`src/logic/muscle_pkg.sv`:
```
package muscle_pkg;

    ////////////////////////////////////////////////////////////////////////////
    // number format
    ////////////////////////////////////////////////////////////////////////////

    // signed q16.16, one lsb is 2^-16
    typedef logic signed [31:0] fix_t;

    localparam int FRAC_BITS = 16;

    // spike count lands at 2^(SPIKE_SHIFT - FRAC_BITS) per spike
    localparam int SPIKE_SHIFT = 10;

    // euler step of 2^-10 per clock
    localparam int DT_SHIFT = 10;

    // four contraction times selectable at run time
    localparam int TAU_SEL_W = 2;
    localparam int N_TAU = 2 ** TAU_SEL_W;

    ////////////////////////////////////////////////////////////////////////////
    // length-weight curve
    ////////////////////////////////////////////////////////////////////////////

    // region breakpoints 0.5, 1.0, 2.0
    localparam fix_t W_LO = 32'sh0000_8000;
    localparam fix_t W_MID = 32'sh0001_0000;
    localparam fix_t W_HI = 32'sh0002_0000;

    // middle region -4x^2 + 8x - 3
    localparam fix_t WM_C2 = -32'sd262144;
    localparam fix_t WM_C1 = 32'sd524288;
    localparam fix_t WM_C0 = -32'sd196608;

    // upper region -x^2 + 2x
    localparam fix_t WH_C2 = -32'sd65536;
    localparam fix_t WH_C1 = 32'sd131072;

    ////////////////////////////////////////////////////////////////////////////
    // twitch coefficients, index 0..3 is tau of 10, 20, 40, 80 ms
    ////////////////////////////////////////////////////////////////////////////

    // b1 = e * T * a / tau with a = exp(-T / tau), T = 1 ms
    localparam fix_t TW_B1 [0:N_TAU-1] = '{32'sd16119, 32'sd8473, 32'sd4344, 32'sd2199};
    // a1 = -2a
    localparam fix_t TW_A1 [0:N_TAU-1] = '{-32'sd118599, -32'sd124680,
                                            -32'sd127836, -32'sd129444};
    // a2 = a^2
    localparam fix_t TW_A2 [0:N_TAU-1] = '{32'sd53656, 32'sd59299, 32'sd62340, 32'sd63918};

    ////////////////////////////////////////////////////////////////////////////
    // force equation
    ////////////////////////////////////////////////////////////////////////////

    // passive spring 204.0 above rest length
    localparam fix_t K_LEN = 32'sd13369344;
    // damping 136.0
    localparam fix_t K_VEL = 32'sd8912896;
    // force decay 4.22
    localparam fix_t K_T = 32'sd276562;
    // active drive 2.72
    localparam fix_t K_ACT = 32'sd178258;
    // rest length 1.0
    localparam fix_t REST_LEN = 32'sd65536;

    // full 64-bit product, floor shift back to q16.16
    function automatic fix_t fx_mul(input fix_t a, input fix_t b);
        logic signed [63:0] prod;
        prod = 64'(a) * 64'(b);
        prod = prod >>> FRAC_BITS;
        return prod[31:0];
    endfunction

endpackage

```
`src/logic/force_integrator.sv`:
```
`timescale 1ns/1ps

module force_integrator (
    input  logic             clk,
    input  logic             reset,
    input  muscle_pkg::fix_t active_force_i,
    input  muscle_pkg::fix_t pos_i,
    input  muscle_pkg::fix_t vel_i,
    output muscle_pkg::fix_t total_force_o,
    output muscle_pkg::fix_t d_force_o
);
    import muscle_pkg::*;

    // length above rest, may be negative
    fix_t stretch;

    // force-rate terms
    fix_t passive;
    fix_t damping;
    fix_t decay;
    fix_t drive;
    fix_t rate;

    // integrator state
    fix_t d_force_q;
    fix_t total_q;

    ////////////////////////////////////////////////////////////////////////////
    // force rate
    ////////////////////////////////////////////////////////////////////////////

    assign stretch = pos_i - REST_LEN;

    // slack muscle gives no spring force
    assign passive = stretch[31] ? '0 : fx_mul(K_LEN, stretch);

    // velocity damping, either sign
    assign damping = fx_mul(K_VEL, vel_i);

    // self decay on the current total force
    assign decay = fx_mul(K_T, total_q);

    // contribution of the weighted twitch
    assign drive = fx_mul(K_ACT, active_force_i);

    // plain wrapping sums
    assign rate = passive + damping - decay + drive;

    ////////////////////////////////////////////////////////////////////////////
    // euler step
    ////////////////////////////////////////////////////////////////////////////

    // total uses the rate registered one edge earlier
    always_ff @(posedge clk or posedge reset) begin
        if (reset) begin
            d_force_q <= '0;
            total_q <= '0;
        end else begin
            d_force_q <= rate;
            // arithmetic shift keeps negative rates negative
            total_q <= total_q + (d_force_q >>> DT_SHIFT);
        end
    end

    assign d_force_o = d_force_q;
    assign total_force_o = total_q;

endmodule

```
`config.mk`:
```
export PLATFORM = sky130hd
export DESIGN_NAME = force_integrator
export DESIGN_NICKNAME = d
export VERILOG_FILES = /design/src/logic/muscle_pkg.sv /design/src/logic/force_integrator.sv
export SDC_FILE = /design/constraint.sdc
export NUM_CORES = 2
export LEC_CHECK = 0
export ABC_AREA = 1
export BUFFER_PORTS_ARGS = -buffer_cell sky130_fd_sc_hd__buf_4
export CORE_ASPECT_RATIO = 1.2
export CORE_UTILIZATION = 41
export CTS_CLUSTER_DIAMETER = 50
export DETAILED_ROUTE_END_ITERATION = 6
export PLACE_DENSITY = 0.55
export SKIP_CTS_REPAIR_TIMING = 1
export SLEW_MARGIN = 10
export SYNTH_ARGS = -nofsm -noshare
export SYNTH_HDL_FRONTEND = slang
export SYNTH_SLANG_ARGS = --single-unit
```
`constraint.sdc`:
```
create_clock -name clk -period 9.5 [get_ports clk]
set_clock_uncertainty 0.2 [all_clocks]
set_input_delay 1.9 -clock clk [delete_from_list [all_inputs] [get_ports clk]]
set_output_delay 1.9 -clock clk [all_outputs]
set_load 0.1 [all_outputs]
```
==> qor.yml <==
logic_synthesis:
  synth-simple-area-share_pct: 9.62
  synthMuxAreaShare_pct: 0.0391
  synthFlopType: "dfrtp_1"
  synth_top_family_by_area: "adder cells"
  synth_top_area_cell: "fa_1"
  synth_area_um2: 28800
  synth.distinct_cells: 57
  ys_seq_area_share_pct: 5.56
  yosys_warnings: 0
  synth_fp_nets: 4542
  synth-seq-cells: 64
  synth_xor_area_share_pct: 5.18
  synth_top_area_share_pct: 30.3
  synth.area.top_cells: "fa_1 30%, ha_1 27%, inv_1 13%"
  synth-compound-area-share_pct: 9.31
  synthArstFlopShare_pct: 100
  synth-edff-count: 0
  syn_avg_cell_area_um2: 8.51
  synthAdderAreaFrac_pct: 57.5
  syn-instance-count: 3382
routing:
  ant_nets: 0
  drt-met1-wl_mm: 33.5
  vias: 21948
  firstDrtPassIters: 5
  post_drt_wl_per_cell_um: 16.4
  routed-wl-met3_mm: 1.51
  drc: 0
  totalWireLength_mm: 75.1
  avgViaCountPerCell: 4.80
  initialDrtViolationCount: 737
  wl_met2_mm: 38.8
  dr.max_layer_used: "met4"
final_layout:
  area_growth_pct: 11.7
  nNetsFinal: 4806
  layout-drive-gt1-share_pct: 9.72
  diodes: 0
  fin_util_pct: 46.2
global_routing:
  grt_start_max_net_pins: 65
  antenna_found_initial: 0
  grt.overflow.total: 0
  grt_use_total_pct: 21.9
  grt_pass1_vias: 23040
  grt_pass1_wl_mm: 121
critical_path:
  crit_path_start_kind: "input port"
  path_common_cell: "inv_1"
  crit_path_top_delay_cell: "fa_1"
  worst-path-buf-inv: 9
  worstPathMaxFanout: 6
  path_class: "in2reg"
  crit_path_end_kind: "flip-flop"
  worstPathRequired_ns: 9.55
  slowest_delay_ns: 0.55
  arrival_ns: 9.12
  critPathTopFamily: "adder cells"
die:
  io-pin-count: 162
  fp.coreArea_um2: 69600
  die_y_um: 292
  die_w_um: 244
  start_util_pct: 41.3
  dieArea_um2: 71300
  rows: 106
clock_tree:
  clockBufferDepth: 2
  cts_tree: "yes"
  clock_latency_ns: 0.36
  cts_num_sinks: 64
  cts-buffers-inserted: 9
  cts.clk_slew.worst_paths_ns: 0.06
  cts_root_buf: "clkbuf_16"
  htreeDepth: 3
timing:
  max_freq_mhz: 110
  maxSlewHeadroom_pct: 35.2
  finalHoldViolations: 0
  drv_slew: 0
  worst_pin_slew_ns: 0.962
  timing.final.crit_share_pct: 95.5
  grt_setup_unrepaired: "true"
  finalSetupViolations: 0
  min_period_ns: 9.07
placed_design:
  place.gp.congestion: 0.897
  io_buffers: 158
  dp_hpwl_mm: 68.5
outcome:
  status: "completed"
min_path:
  hold_path_class: "reg2reg"
run:
  cap_violations: 0
[cells by family (layout without fill, tap and decap cells)]
logic type / after synthesis / in the layout
DFF: 64 / 64
buffers and inverters: 977 / 1246
and+or+nand+nor: 644 / 644
xor gates and xnor gates: 168 / 168
AOI/OAI and AO/OA: 466 / 466
adders and majority gates: 1062 / 1062
muxes: 1 / 1
[worst reg2reg max path: cells and delay by family, from the launching register on]
kind,cells,cell delay (ns)
simple gates,4,0.67
buf+inv,6,0.47
flops,1,0.65
fa+ha+maj,10,4.22
compound gates,9,1.79
xor+xnor,3,0.65
[area by class of cell]
type,count,area [um2]
multi-input combinational,2341,23500
clock buffer,10,239
tap,918,1150
timing repair buffer,256,1920
sequential,64,1600
fill,7076,37500
clock inverter,6,67.6
inverter,974,3660
[cells in the final DEF, fill, tap and decap left out, types with 6 or more instances in the layout]
| cell | n |
|---|---|
| a21o_1 | 21 |
| a21oi_1 | 231 |
| a21oi_2 | 6 |
| a31oi_1 | 20 |
| buf_4 | 256 |
| clkbuf_16 | 9 |
| dfrtp_1 | 64 |
| fa_1 | 436 |
| ha_1 | 626 |
| inv_1 | 963 |
| inv_2 | 9 |
| nand2_1 | 339 |
| nand2_2 | 15 |
| nand3_1 | 63 |
| nand4_1 | 19 |
| nor2_1 | 148 |
| nor2_2 | 6 |
| nor3_1 | 15 |
| nor4_1 | 8 |
| o211ai_1 | 6 |
| o21a_1 | 7 |
| o21ai_0 | 106 |
| o21ai_1 | 9 |
| o21ai_2 | 10 |
| o21bai_1 | 17 |
| o221ai_1 | 6 |
| or2_2 | 12 |
| xnor2_1 | 62 |
| xor2_1 | 104 |
[flip-flops by register name, indices dropped and copies added (netlist names)]
register,cells
d_force_o,32
total_force_o,32
[cells in the mapped netlist, types with 2 or more instances]
cell / n
and3_1: 2
inv_1: 964
nand4_1: 19
a21oi_2: 6
dfrtp_1: 64
o21ai_0: 106
o21ai_1: 9
o2111ai_1: 3
fa_1: 436
a21o_1: 21
a211oi_1: 4
nand2_4: 2
o211ai_1: 6
or2_2: 12
o21bai_2: 2
nand3_1: 63
nand2_2: 15
nor3_2: 2
xnor2_1: 62
o21a_1: 7
a21oi_1: 231
nand3_2: 2
a31o_2: 2
a31oi_1: 20
inv_2: 8
a21boi_0: 3
a21boi_2: 3
ha_1: 626
nand3b_1: 3
nor3_1: 16
buf_2: 2
o221ai_1: 6
nor2_1: 149
xor2_1: 105
a221oi_1: 3
nor4_1: 8
nor2_2: 5
o21ai_2: 10
nand2_1: 339
o21bai_1: 18
o221a_2: 2
[through the flow]
stage / area, um2 / instances / setup TNS [ns] / worst slack (ns) / hold slack, ns
after detailed placement: 31800 / 4553 / 0 / 0.0298 / 0.360
final: 32200 / 4569 / 0 / 0.426 / 0.383
after global routing: 32200 / 4569 / -0.00532 / -0.00532 / 0.393
after global placement: 31800 / 4553 / 0 / 0.0214 / 0.344
after CTS: 32100 / 4569 / 0 / 0.402 / 0.383
after floorplan: 28800 / 3382 / 0 / 0.933 / 0.954
[metal layers]
layer	global-route usage, %	up-vias
met5	0	-
met2	40.5	227
met1	27.9	10581
li1	-	11091
met4	3.92	0
met3	1.48	49
[worst paths after layout]
check | startpoint | to | slack [ns] | depth (start not counted)
worst max-delay path | active_force_i[6] | d_force_o[31] | 0.43 | 34
worst min-delay path | d_force_o[10] | total_force_o[0] | 0.38 | 1
worst max register to register | total_force_o[10] | d_force_o[31] | 0.74 | 32
worst min register to register | d_force_o[10] | total_force_o[0] | 0.38 | 1
max in group asynchronous | reset | total_force_o[30] | 6.88 | 3
min in group asynchronous | reset | d_force_o[1] | 1.60 | 3
Power is not shown: default switching activity piles up to over one toggle a cycle in this logic, so the estimate is an artifact.
