### src/logic/muscle_pkg.sv
package muscle_pkg;

    ////////////////////////////////////////////////////////////////////////////
    // number format
    ////////////////////////////////////////////////////////////////////////////

    // signed q16.16, one lsb is 2^-16
    typedef logic signed [31:0] fix_t;

    localparam int FRAC_BITS = 16;

    // spike count lands at 2^(SPIKE_SHIFT - FRAC_BITS) per spike
    localparam int SPIKE_SHIFT = 10;

    // euler step of 2^-10 per clock
    localparam int DT_SHIFT = 10;

    // four contraction times selectable at run time
    localparam int TAU_SEL_W = 2;
    localparam int N_TAU = 2 ** TAU_SEL_W;

    ////////////////////////////////////////////////////////////////////////////
    // length-weight curve
    ////////////////////////////////////////////////////////////////////////////

    // region breakpoints 0.5, 1.0, 2.0
    localparam fix_t W_LO = 32'sh0000_8000;
    localparam fix_t W_MID = 32'sh0001_0000;
    localparam fix_t W_HI = 32'sh0002_0000;

    // middle region -4x^2 + 8x - 3
    localparam fix_t WM_C2 = -32'sd262144;
    localparam fix_t WM_C1 = 32'sd524288;
    localparam fix_t WM_C0 = -32'sd196608;

    // upper region -x^2 + 2x
    localparam fix_t WH_C2 = -32'sd65536;
    localparam fix_t WH_C1 = 32'sd131072;

    ////////////////////////////////////////////////////////////////////////////
    // twitch coefficients, index 0..3 is tau of 10, 20, 40, 80 ms
    ////////////////////////////////////////////////////////////////////////////

    // b1 = e * T * a / tau with a = exp(-T / tau), T = 1 ms
    localparam fix_t TW_B1 [0:N_TAU-1] = '{32'sd16119, 32'sd8473, 32'sd4344, 32'sd2199};
    // a1 = -2a
    localparam fix_t TW_A1 [0:N_TAU-1] = '{-32'sd118599, -32'sd124680,
                                            -32'sd127836, -32'sd129444};
    // a2 = a^2
    localparam fix_t TW_A2 [0:N_TAU-1] = '{32'sd53656, 32'sd59299, 32'sd62340, 32'sd63918};

    ////////////////////////////////////////////////////////////////////////////
    // force equation
    ////////////////////////////////////////////////////////////////////////////

    // passive spring 204.0 above rest length
    localparam fix_t K_LEN = 32'sd13369344;
    // damping 136.0
    localparam fix_t K_VEL = 32'sd8912896;
    // force decay 4.22
    localparam fix_t K_T = 32'sd276562;
    // active drive 2.72
    localparam fix_t K_ACT = 32'sd178258;
    // rest length 1.0
    localparam fix_t REST_LEN = 32'sd65536;

    // full 64-bit product, floor shift back to q16.16
    function automatic fix_t fx_mul(input fix_t a, input fix_t b);
        logic signed [63:0] prod;
        prod = 64'(a) * 64'(b);
        prod = prod >>> FRAC_BITS;
        return prod[31:0];
    endfunction

endpackage

### src/logic/stage_if.sv
`timescale 1ns/1ps

interface stage_if;
    import muscle_pkg::*;

    // spike count as fixed point
    fix_t spike_fx;
    // length weight of the same sample
    fix_t weight;
    // length and lengthening velocity, held for the force stage
    fix_t pos;
    fix_t vel;

    // input stage drives, twitch filter reads
    modport src (output spike_fx, weight, pos, vel);
    modport dst (input spike_fx, weight, pos, vel);

endinterface

### src/logic/muscle_input_stage.sv
`timescale 1ns/1ps

module muscle_input_stage (
    input  logic             clk,
    input  logic             reset,
    input  logic [15:0]      spike_cnt_i,
    input  muscle_pkg::fix_t pos_i,
    input  muscle_pkg::fix_t vel_i,
    stage_if.src             stg_o
);
    import muscle_pkg::*;

    // spike count widened and scaled
    fix_t spike_fx;
    // x^2 shared by both quadratics
    fix_t pos_sq;
    // candidate weights per region
    fix_t w_mid;
    fix_t w_hi;
    // selected weight
    fix_t weight;

    ////////////////////////////////////////////////////////////////////////////
    // spike conversion
    ////////////////////////////////////////////////////////////////////////////

    // zero-extend to 32 bits then place the count above the gain shift
    // 16-bit count << 10 stays inside 26 bits, so the sign bit never sets
    assign spike_fx = fix_t'({16'd0, spike_cnt_i}) <<< SPIKE_SHIFT;

    ////////////////////////////////////////////////////////////////////////////
    // length-weight curve
    ////////////////////////////////////////////////////////////////////////////

    assign pos_sq = fx_mul(pos_i, pos_i);

    // rising part, 0 at 0.5 and 1 at 1.0
    assign w_mid = fx_mul(WM_C2, pos_sq) + fx_mul(WM_C1, pos_i) + WM_C0;

    // falling part, 1 at 1.0 and 0 at 2.0
    assign w_hi = fx_mul(WH_C2, pos_sq) + fx_mul(WH_C1, pos_i);

    // region select, signed compare so negative lengths fall into zero
    always_comb begin
        if (pos_i <= W_LO) begin
            weight = '0;
        end else if (pos_i <= W_MID) begin
            weight = w_mid;
        end else if (pos_i <= W_HI) begin
            weight = w_hi;
        end else begin
            // overstretched, no active force
            weight = '0;
        end
    end

    ////////////////////////////////////////////////////////////////////////////
    // sample register
    ////////////////////////////////////////////////////////////////////////////

    // all four values of one sample move together
    always_ff @(posedge clk or posedge reset) begin
        if (reset) begin
            stg_o.spike_fx <= '0;
            stg_o.weight <= '0;
            stg_o.pos <= '0;
            stg_o.vel <= '0;
        end else begin
            stg_o.spike_fx <= spike_fx;
            stg_o.weight <= weight;
            stg_o.pos <= pos_i;
            stg_o.vel <= vel_i;
        end
    end

endmodule

### src/flat_wrapper.sv
// flat-port wrapper written by rule: the top's interface ports become plain ports
module muscle_input_stage_flat import muscle_pkg::*;
  (clk, reset, spike_cnt_i, pos_i, vel_i, stg_o_spike_fx, stg_o_weight, stg_o_pos, stg_o_vel);
  stage_if stg_o_i ();
  input  logic clk;
  input  logic reset;
  input  logic [15:0] spike_cnt_i;
  input  muscle_pkg::fix_t pos_i;
  input  muscle_pkg::fix_t vel_i;
  output wire logic [$bits(stg_o_i.spike_fx)-1:0] stg_o_spike_fx;
  output wire logic [$bits(stg_o_i.weight)-1:0] stg_o_weight;
  output wire logic [$bits(stg_o_i.pos)-1:0] stg_o_pos;
  output wire logic [$bits(stg_o_i.vel)-1:0] stg_o_vel;
  assign stg_o_spike_fx = stg_o_i.spike_fx;
  assign stg_o_weight = stg_o_i.weight;
  assign stg_o_pos = stg_o_i.pos;
  assign stg_o_vel = stg_o_i.vel;
  muscle_input_stage u_core (.clk(clk), .reset(reset), .spike_cnt_i(spike_cnt_i), .pos_i(pos_i), .vel_i(vel_i), .stg_o(stg_o_i));
endmodule
### config.mk
export PLATFORM = sky130hd
export DESIGN_NAME = muscle_input_stage_flat
export DESIGN_NICKNAME = d
export VERILOG_FILES = /design/src/logic/muscle_pkg.sv /design/src/logic/stage_if.sv /design/src/logic/muscle_input_stage.sv /design/src/flat_wrapper.sv
export SDC_FILE = /design/constraint.sdc
export NUM_CORES = 1
export LEC_CHECK = 0
export CAP_MARGIN = 20
export CORE_MARGIN = 3
export CORE_UTILIZATION = 60
export CTS_CLUSTER_DIAMETER = 100
export CTS_CLUSTER_SIZE = 30
export DETAILED_ROUTE_END_ITERATION = 10
export DONT_BUFFER_PORTS = 1
export HOLD_SLACK_MARGIN = 0.05
export PLACE_DENSITY = 0.76
export SYNTH_ARGS = -nofsm -noshare
export SYNTH_HDL_FRONTEND = slang
export SYNTH_SLANG_ARGS = --single-unit
### constraint.sdc
create_clock -name clk -period 9.22 [get_ports clk]
set_input_delay 2.305 -clock clk [delete_from_list [all_inputs] [get_ports clk]]
set_output_delay 2.305 -clock clk [all_outputs]
set_load 0.1 [all_outputs]
==> impl_metrics.toml, run 1 <==
[logic_synthesis]
synthArstFlopShare_pct = 100
synth_area_mm2 = 0.0324
synth_warnings = 0
synth_edf_count = 0
ys_types = 78
avgSynthCellArea_um2 = 9.54
synthFlopType = "dfrtp_1"
ys_seq_area_share_pct = 8.66
ys_ff_latch = 112
synthCells = 3394

[floorplan]
initial_core_util_pct = 61.1
die_area_mm2 = 0.0568
core_area_mm2 = 0.0530
fp.dieH_um = 238
die_x_um = 238
io_pins = 210
fp-row-count = 84

[clock_tree]
clkTransAtPathRegs_ns = 0.09
clockRootBuffer = "clkbuf_16"
cts.sinks = 112
clockBufferDepth = 2
cts_hold_buf = 0
h-tree-depth = 3
cts_tree = "done"
cts_made_buffers = 9

[finish]
layout-drive-gt1-share_pct = 23.4
syn_to_final_growth_pct = 21.6
nets = 4976
diodes = 0

[sta]
period_minus_slack_ns = 11.31
setup_viol = 27
relSlewSlack_pct = 35.0
rsz0062_at_grt = "yes"
finalHoldViolations = 0
period_share_pct = 123
slew_viol_final = 0
worst_slew_pin_slew_ns = 0.976
fmax_mhz = 88.4
setup_ws_ns = -2.09

[setup_path]
path_class = "in -> reg"
end_kind = "register"
slowest_stage = "fa_1"
crit_arrival_ns = 11.57
start_kind = "primary input"
slowest_delay_ns = 0.56
crit_fanout = 38
required_ns = 9.47
path_common_cell = "fa_1"

[grt]
grt_pass1_wl_um = 158000
grt_pass1_vias = 29300
antenna_found_initial = 2
grt.overflow.total = 0
track_usage_pct = 36.3
grt_max_degree = 59

[detailed_routing]
wire_per_inst_um = 21.9
drtIter0Drc = 1762
vias_per_cell = 5.64
drc = 0
num_vias = 25700
ant_nets = 0
drt_pre_antenna_iters = 5
routed_wl_um = 99800

[job]
cap_viol_max_count = 0

[placement]
port_buffers = 0
place_ws_ns = -2.59
dp_hpwl_um = 77000
globalplace.congestion = 0.976

[status]
violations = "setup timing"
status = "finished, violations left"

[worst_hold_path]
holdCritPathClass = "in -> async"
-- registers in the layout, indices dropped and copies added, names as in the netlist --
signal and cells:
u_core.stg_o.spike_fx 16, u_core.stg_o.weight 32, u_core.stg_o.pos 32, u_core.stg_o.vel 32
-- logic make-up after synthesis --
family                   after synthesis  share of synthesized area (%)
AO/OA/AOI/OAI                        284                           5.80
XOR/XNOR                             135                           3.74
adder cells (fa/ha/maj)             1027                           57.7
buffers and inverters               1072                           12.7
flip-flops                           112                           8.66
multiplexers                           5                          0.162
other                                  1                         0.0116
AND/OR/NAND/NOR                      758                           11.2
-- stage by stage --
stage	cell area [um2]	std cells	setup TNS [ns]	hold slack (ns)	utilization (%)
6_report	39400	4561	-34.68	1.88	74.3
5_1_grt	39400	4561	-41.23	1.92	74.3
4_1_cts	38800	4553	-29.24	1.90	73.3
3_5_place_dp	37300	4503	-46.86	2.30	70.3
3_3_place_gp	37300	4503	-43.47	2.28	70.3
2_1_floorplan	33200	3410	-30.74	2.34	-
-- area by class of cell --
cell class	count	area, um2
fillers	3520	13600
repair buffers	568	4390
flip-flops and latches	112	2800
well taps	688	861
clock inverters	7	91.3
inverters	951	3600
clock buffers	9	225
multi-input cells	2226	27400
-- layer usage --
layer / global-route usage (%) / routed length [um]
met1: 44.6 / 35000
met2: 62.0 / 49700
met3: 7.64 / 8660
met4: 17.1 / 6330
met5: 0 / 0
-- synthesized netlist by cell type, drive strengths merged, types with 5 or more instances --
| cell | n | area (um2) |
|---|---|---|
| a22oi | 9 | 67.6 |
| a31oi | 12 | 75.1 |
| nand2 | 300 | 1130 |
| or3 | 7 | 43.8 |
| o2111ai | 5 | 50.0 |
| buf | 25 | 170 |
| nor2 | 148 | 556 |
| xnor2 | 88 | 771 |
| o21ai | 46 | 234 |
| ha | 249 | 3120 |
| or2 | 9 | 56.3 |
| o21bai | 9 | 67.6 |
| xor2 | 45 | 394 |
| clkbuf | 96 | 360 |
| a211oi | 12 | 95.1 |
| o21a | 16 | 120 |
| inv | 947 | 3550 |
| a31o | 5 | 43.8 |
| fa | 777 | 15600 |
| a21oi | 83 | 419 |
| nor3 | 23 | 115 |
| nand3 | 19 | 108 |
| nand4 | 17 | 113 |
| dfrtp | 112 | 2800 |
| a21o | 32 | 240 |
| nand2b | 17 | 106 |
| and2 | 154 | 966 |
| nor2b | 20 | 125 |
| o22ai | 9 | 56.3 |
| nor4 | 13 | 81.3 |
| and3 | 10 | 62.6 |
| o31ai | 6 | 50.1 |
| and4 | 6 | 52.6 |
| a2111oi | 5 | 45.0 |
-- critical path, delay by kind of cell --
family                     cells  cell delay [ns]
xor gates and xnor gates       3             0.60
buffers and inverters          6             0.42
adders and majority gates     11             4.84
and+or+nand+nor                8             1.05
AOI/OAI and AO/OA             10             2.28
-- worst max path at each step --
| stage | from | end | slack [ns] | depth (start not counted) |
|---|---|---|---|---|
| finish | pos_i[11] | u_core.stg_o.weight[31] | -2.09 | 38 |
| global route | pos_i[13] | u_core.stg_o.weight[31] | -2.39 | 36 |
| CTS | pos_i[7] | u_core.stg_o.weight[31] | -1.89 | 39 |
| detailed placement | pos_i[7] | u_core.stg_o.weight[31] | -2.59 | 39 |
| global placement | pos_i[6] | u_core.stg_o.weight[31] | -2.46 | 41 |
| floorplan | pos_i[2] | u_core.stg_o.weight[31] | -2.09 | 37 |
-- cell usage in the layout (no fill, tap or decap), drive strengths merged, types with 6 or more instances in the layout --
cell	instances
nand2b	17
inv	947
nand3	19
o22ai	9
xnor2	88
conb	17
a22oi	9
a21o	32
o21ai	46
dfrtp	112
nand2	300
fa	777
clkbuf	9
xor2	45
or2	9
a211oi	12
and3	10
o31ai	6
nor2	148
and4	6
ha	249
a21oi	83
a31oi	12
or3	7
nor4	13
nor2b	20
o21a	16
nand4	17
and2	154
clkinvlp	6
buf	568
nor3	23
o21bai	9
-- what timing repair did --
| action | in CTS | in global routing |
|---|---|---|
| endpoints found under the setup margin | 27 | 28 |
| pin swaps | 130 | 62 |
| hold endpoints to repair | 0 | 0 |
| resized for setup | 222 | 90 |
| setup buffers | 38 | 10 |
Power of run 1 is not shown: default switching activity piles up to over one toggle a cycle in this logic, so the estimate is an artifact.
==> run 2, diff against run 1 <==
- CELL_PAD_IN_SITES_DETAIL_PLACEMENT: unset -> 1
- CELL_PAD_IN_SITES_GLOBAL_PLACEMENT: unset -> 2
- CORE_UTILIZATION: 60 -> 47
- PLACE_DENSITY: 0.76 -> unset
- PLACE_DENSITY_LB_ADDON: unset -> 0.1
==> run 2 against run 1 <==
- the flow still finishes with violations (setup timing)
- via count fell by 0.18%
- final cell count rose by 5.3%
- clock-buffer cell count did not move
- utilization fell by 15 points
==> impl_metrics.toml, run 2 (synthesized netlist as in run 1, its figures left out) <==
[grt]
antenna_found_initial = 3
grt.overflow.total = 0
track_usage_pct = 32.5
grt_pass1_vias = 30600
grt_max_degree = 77
grt_pass1_wl_um = 176000

[sta]
relSlewSlack_pct = 32.3
fmax_mhz = 87.9
setup_viol = 27
holdWs_ns = 1.81
slew_viol_final = 0
period_share_pct = 123
setup_ws_ns = -2.15
rsz0062_at_grt = "yes"
fin_tns_setup_ns = -37.17
worst_slew_pin_slew_ns = 1.02
finalHoldViolations = 0
period_minus_slack_ns = 11.37

[finish]
final_cell_mix = "inv_1 (916), fa_1 (753), buf_4 (590)"
final_common_cell = "inv_1"
syn_to_final_growth_pct = 23.3
nets = 5031
top_regs = "u_core.stg_o.pos x32, u_core.stg_o.vel x32, u_core.stg_o.weight x32"
layout-drive-gt1-share_pct = 23.8
diodes = 0

[placement]
dp_hpwl_um = 89200
port_buffers = 0
globalplace.congestion = 0.896

[floorplan]
io_pins = 210
core_area_mm2 = 0.0678
initial_core_util_pct = 47.8
die_x_um = 268
die_area_mm2 = 0.0720
fp-row-count = 95
fp.dieH_um = 268

[clock_tree]
clkTransAtPathRegs_ns = 0.09
h-tree-depth = 3
cts_tree = "done"
cts_made_buffers = 9
clockBufferDepth = 2
cts.sinks = 112
clockRootBuffer = "clkbuf_16"

[status]
status = "finished, violations left"
violations = "setup timing"

[setup_path]
end_kind = "register"
crit_fanout = 28
slowest_delay_ns = 0.57
path_class = "in -> reg"
cp-startpoint = "pos_i[7]"
crit_arrival_ns = 11.65
path_common_cell = "fa_1"
start_kind = "primary input"
required_ns = 9.50
slowest_stage = "fa_2"

[detailed_routing]
wire_per_inst_um = 23.9
vias_per_cell = 5.35
drtIter0Drc = 1021
routed_wl_um = 115000
drc = 0
drt_pre_antenna_iters = 5
ant_nets = 0
num_vias = 25700

[job]
cap_viol_max_count = 0

[worst_hold_path]
holdCritPathClass = "in -> async"
-- run 2: through the flow --
step	setup slack [ns]	util [%]	instance area, um2	instances
final	-2.15	58.9	39900	4801
after global routing	-2.51	58.9	39900	4801
after floorplan	-2.09	-	33200	3410
after detailed placement	-2.70	55.8	37800	4729
after global placement	-2.46	55.8	37800	4729
after CTS	-1.96	58.0	39300	4777
-- run 2: cell type report --
cell class	instances	area, um2
multi-input cells	2226	27200
inverters	951	3600
flip-flops and latches	112	2800
fillers	7578	27900
clock inverters	7	98.8
well taps	873	1090
clock buffers	9	225
repair buffers	623	4840
-- run 2: worst max path at each step --
stage / end / cells after the start
5_1_grt: u_core.stg_o.weight[31] / 39
4_1_cts: u_core.stg_o.weight[31] / 34
2_1_floorplan: u_core.stg_o.weight[31] / 37
3_5_place_dp: u_core.stg_o.weight[31] / 37
3_3_place_gp: u_core.stg_o.weight[31] / 36
6_report: u_core.stg_o.weight[31] / 39
-- run 2: critical path, delay by kind of cell --
kind                     cells  cell delay [ns]
XOR/XNOR                     2             0.49
AND/OR/NAND/NOR              7             1.06
adder cells (fa/ha/maj)     10             4.76
AO/OA/AOI/OAI               10             1.84
buffers and inverters       10             1.14
-- run 2: layer usage --
| layer | global-route usage, % | part of all wire [%] | wire (um) | up-vias |
|---|---|---|---|---|
| met4 | 14.5 | 5.8 | 6650 | 0 |
| met3 | 3.28 | 4.1 | 4700 | 341 |
| li1 | - | - | - | 11000 |
| met5 | 0 | 0 | 0 | - |
| met2 | 61.7 | 55 | 62600 | 677 |
| met1 | 37.1 | 36 | 40900 | 13600 |
-- run 2: timing repair --
item / 4_1_cts / 5_1_grt
cloned: 0 / 0
buffers inserted: 34 / 27
endpoints found under the setup margin: 28 / 28
pin swaps: 88 / 88
resized for setup: 180 / 99
hold buffers: 0 / 0
Power of run 2 is left out for the same reason.
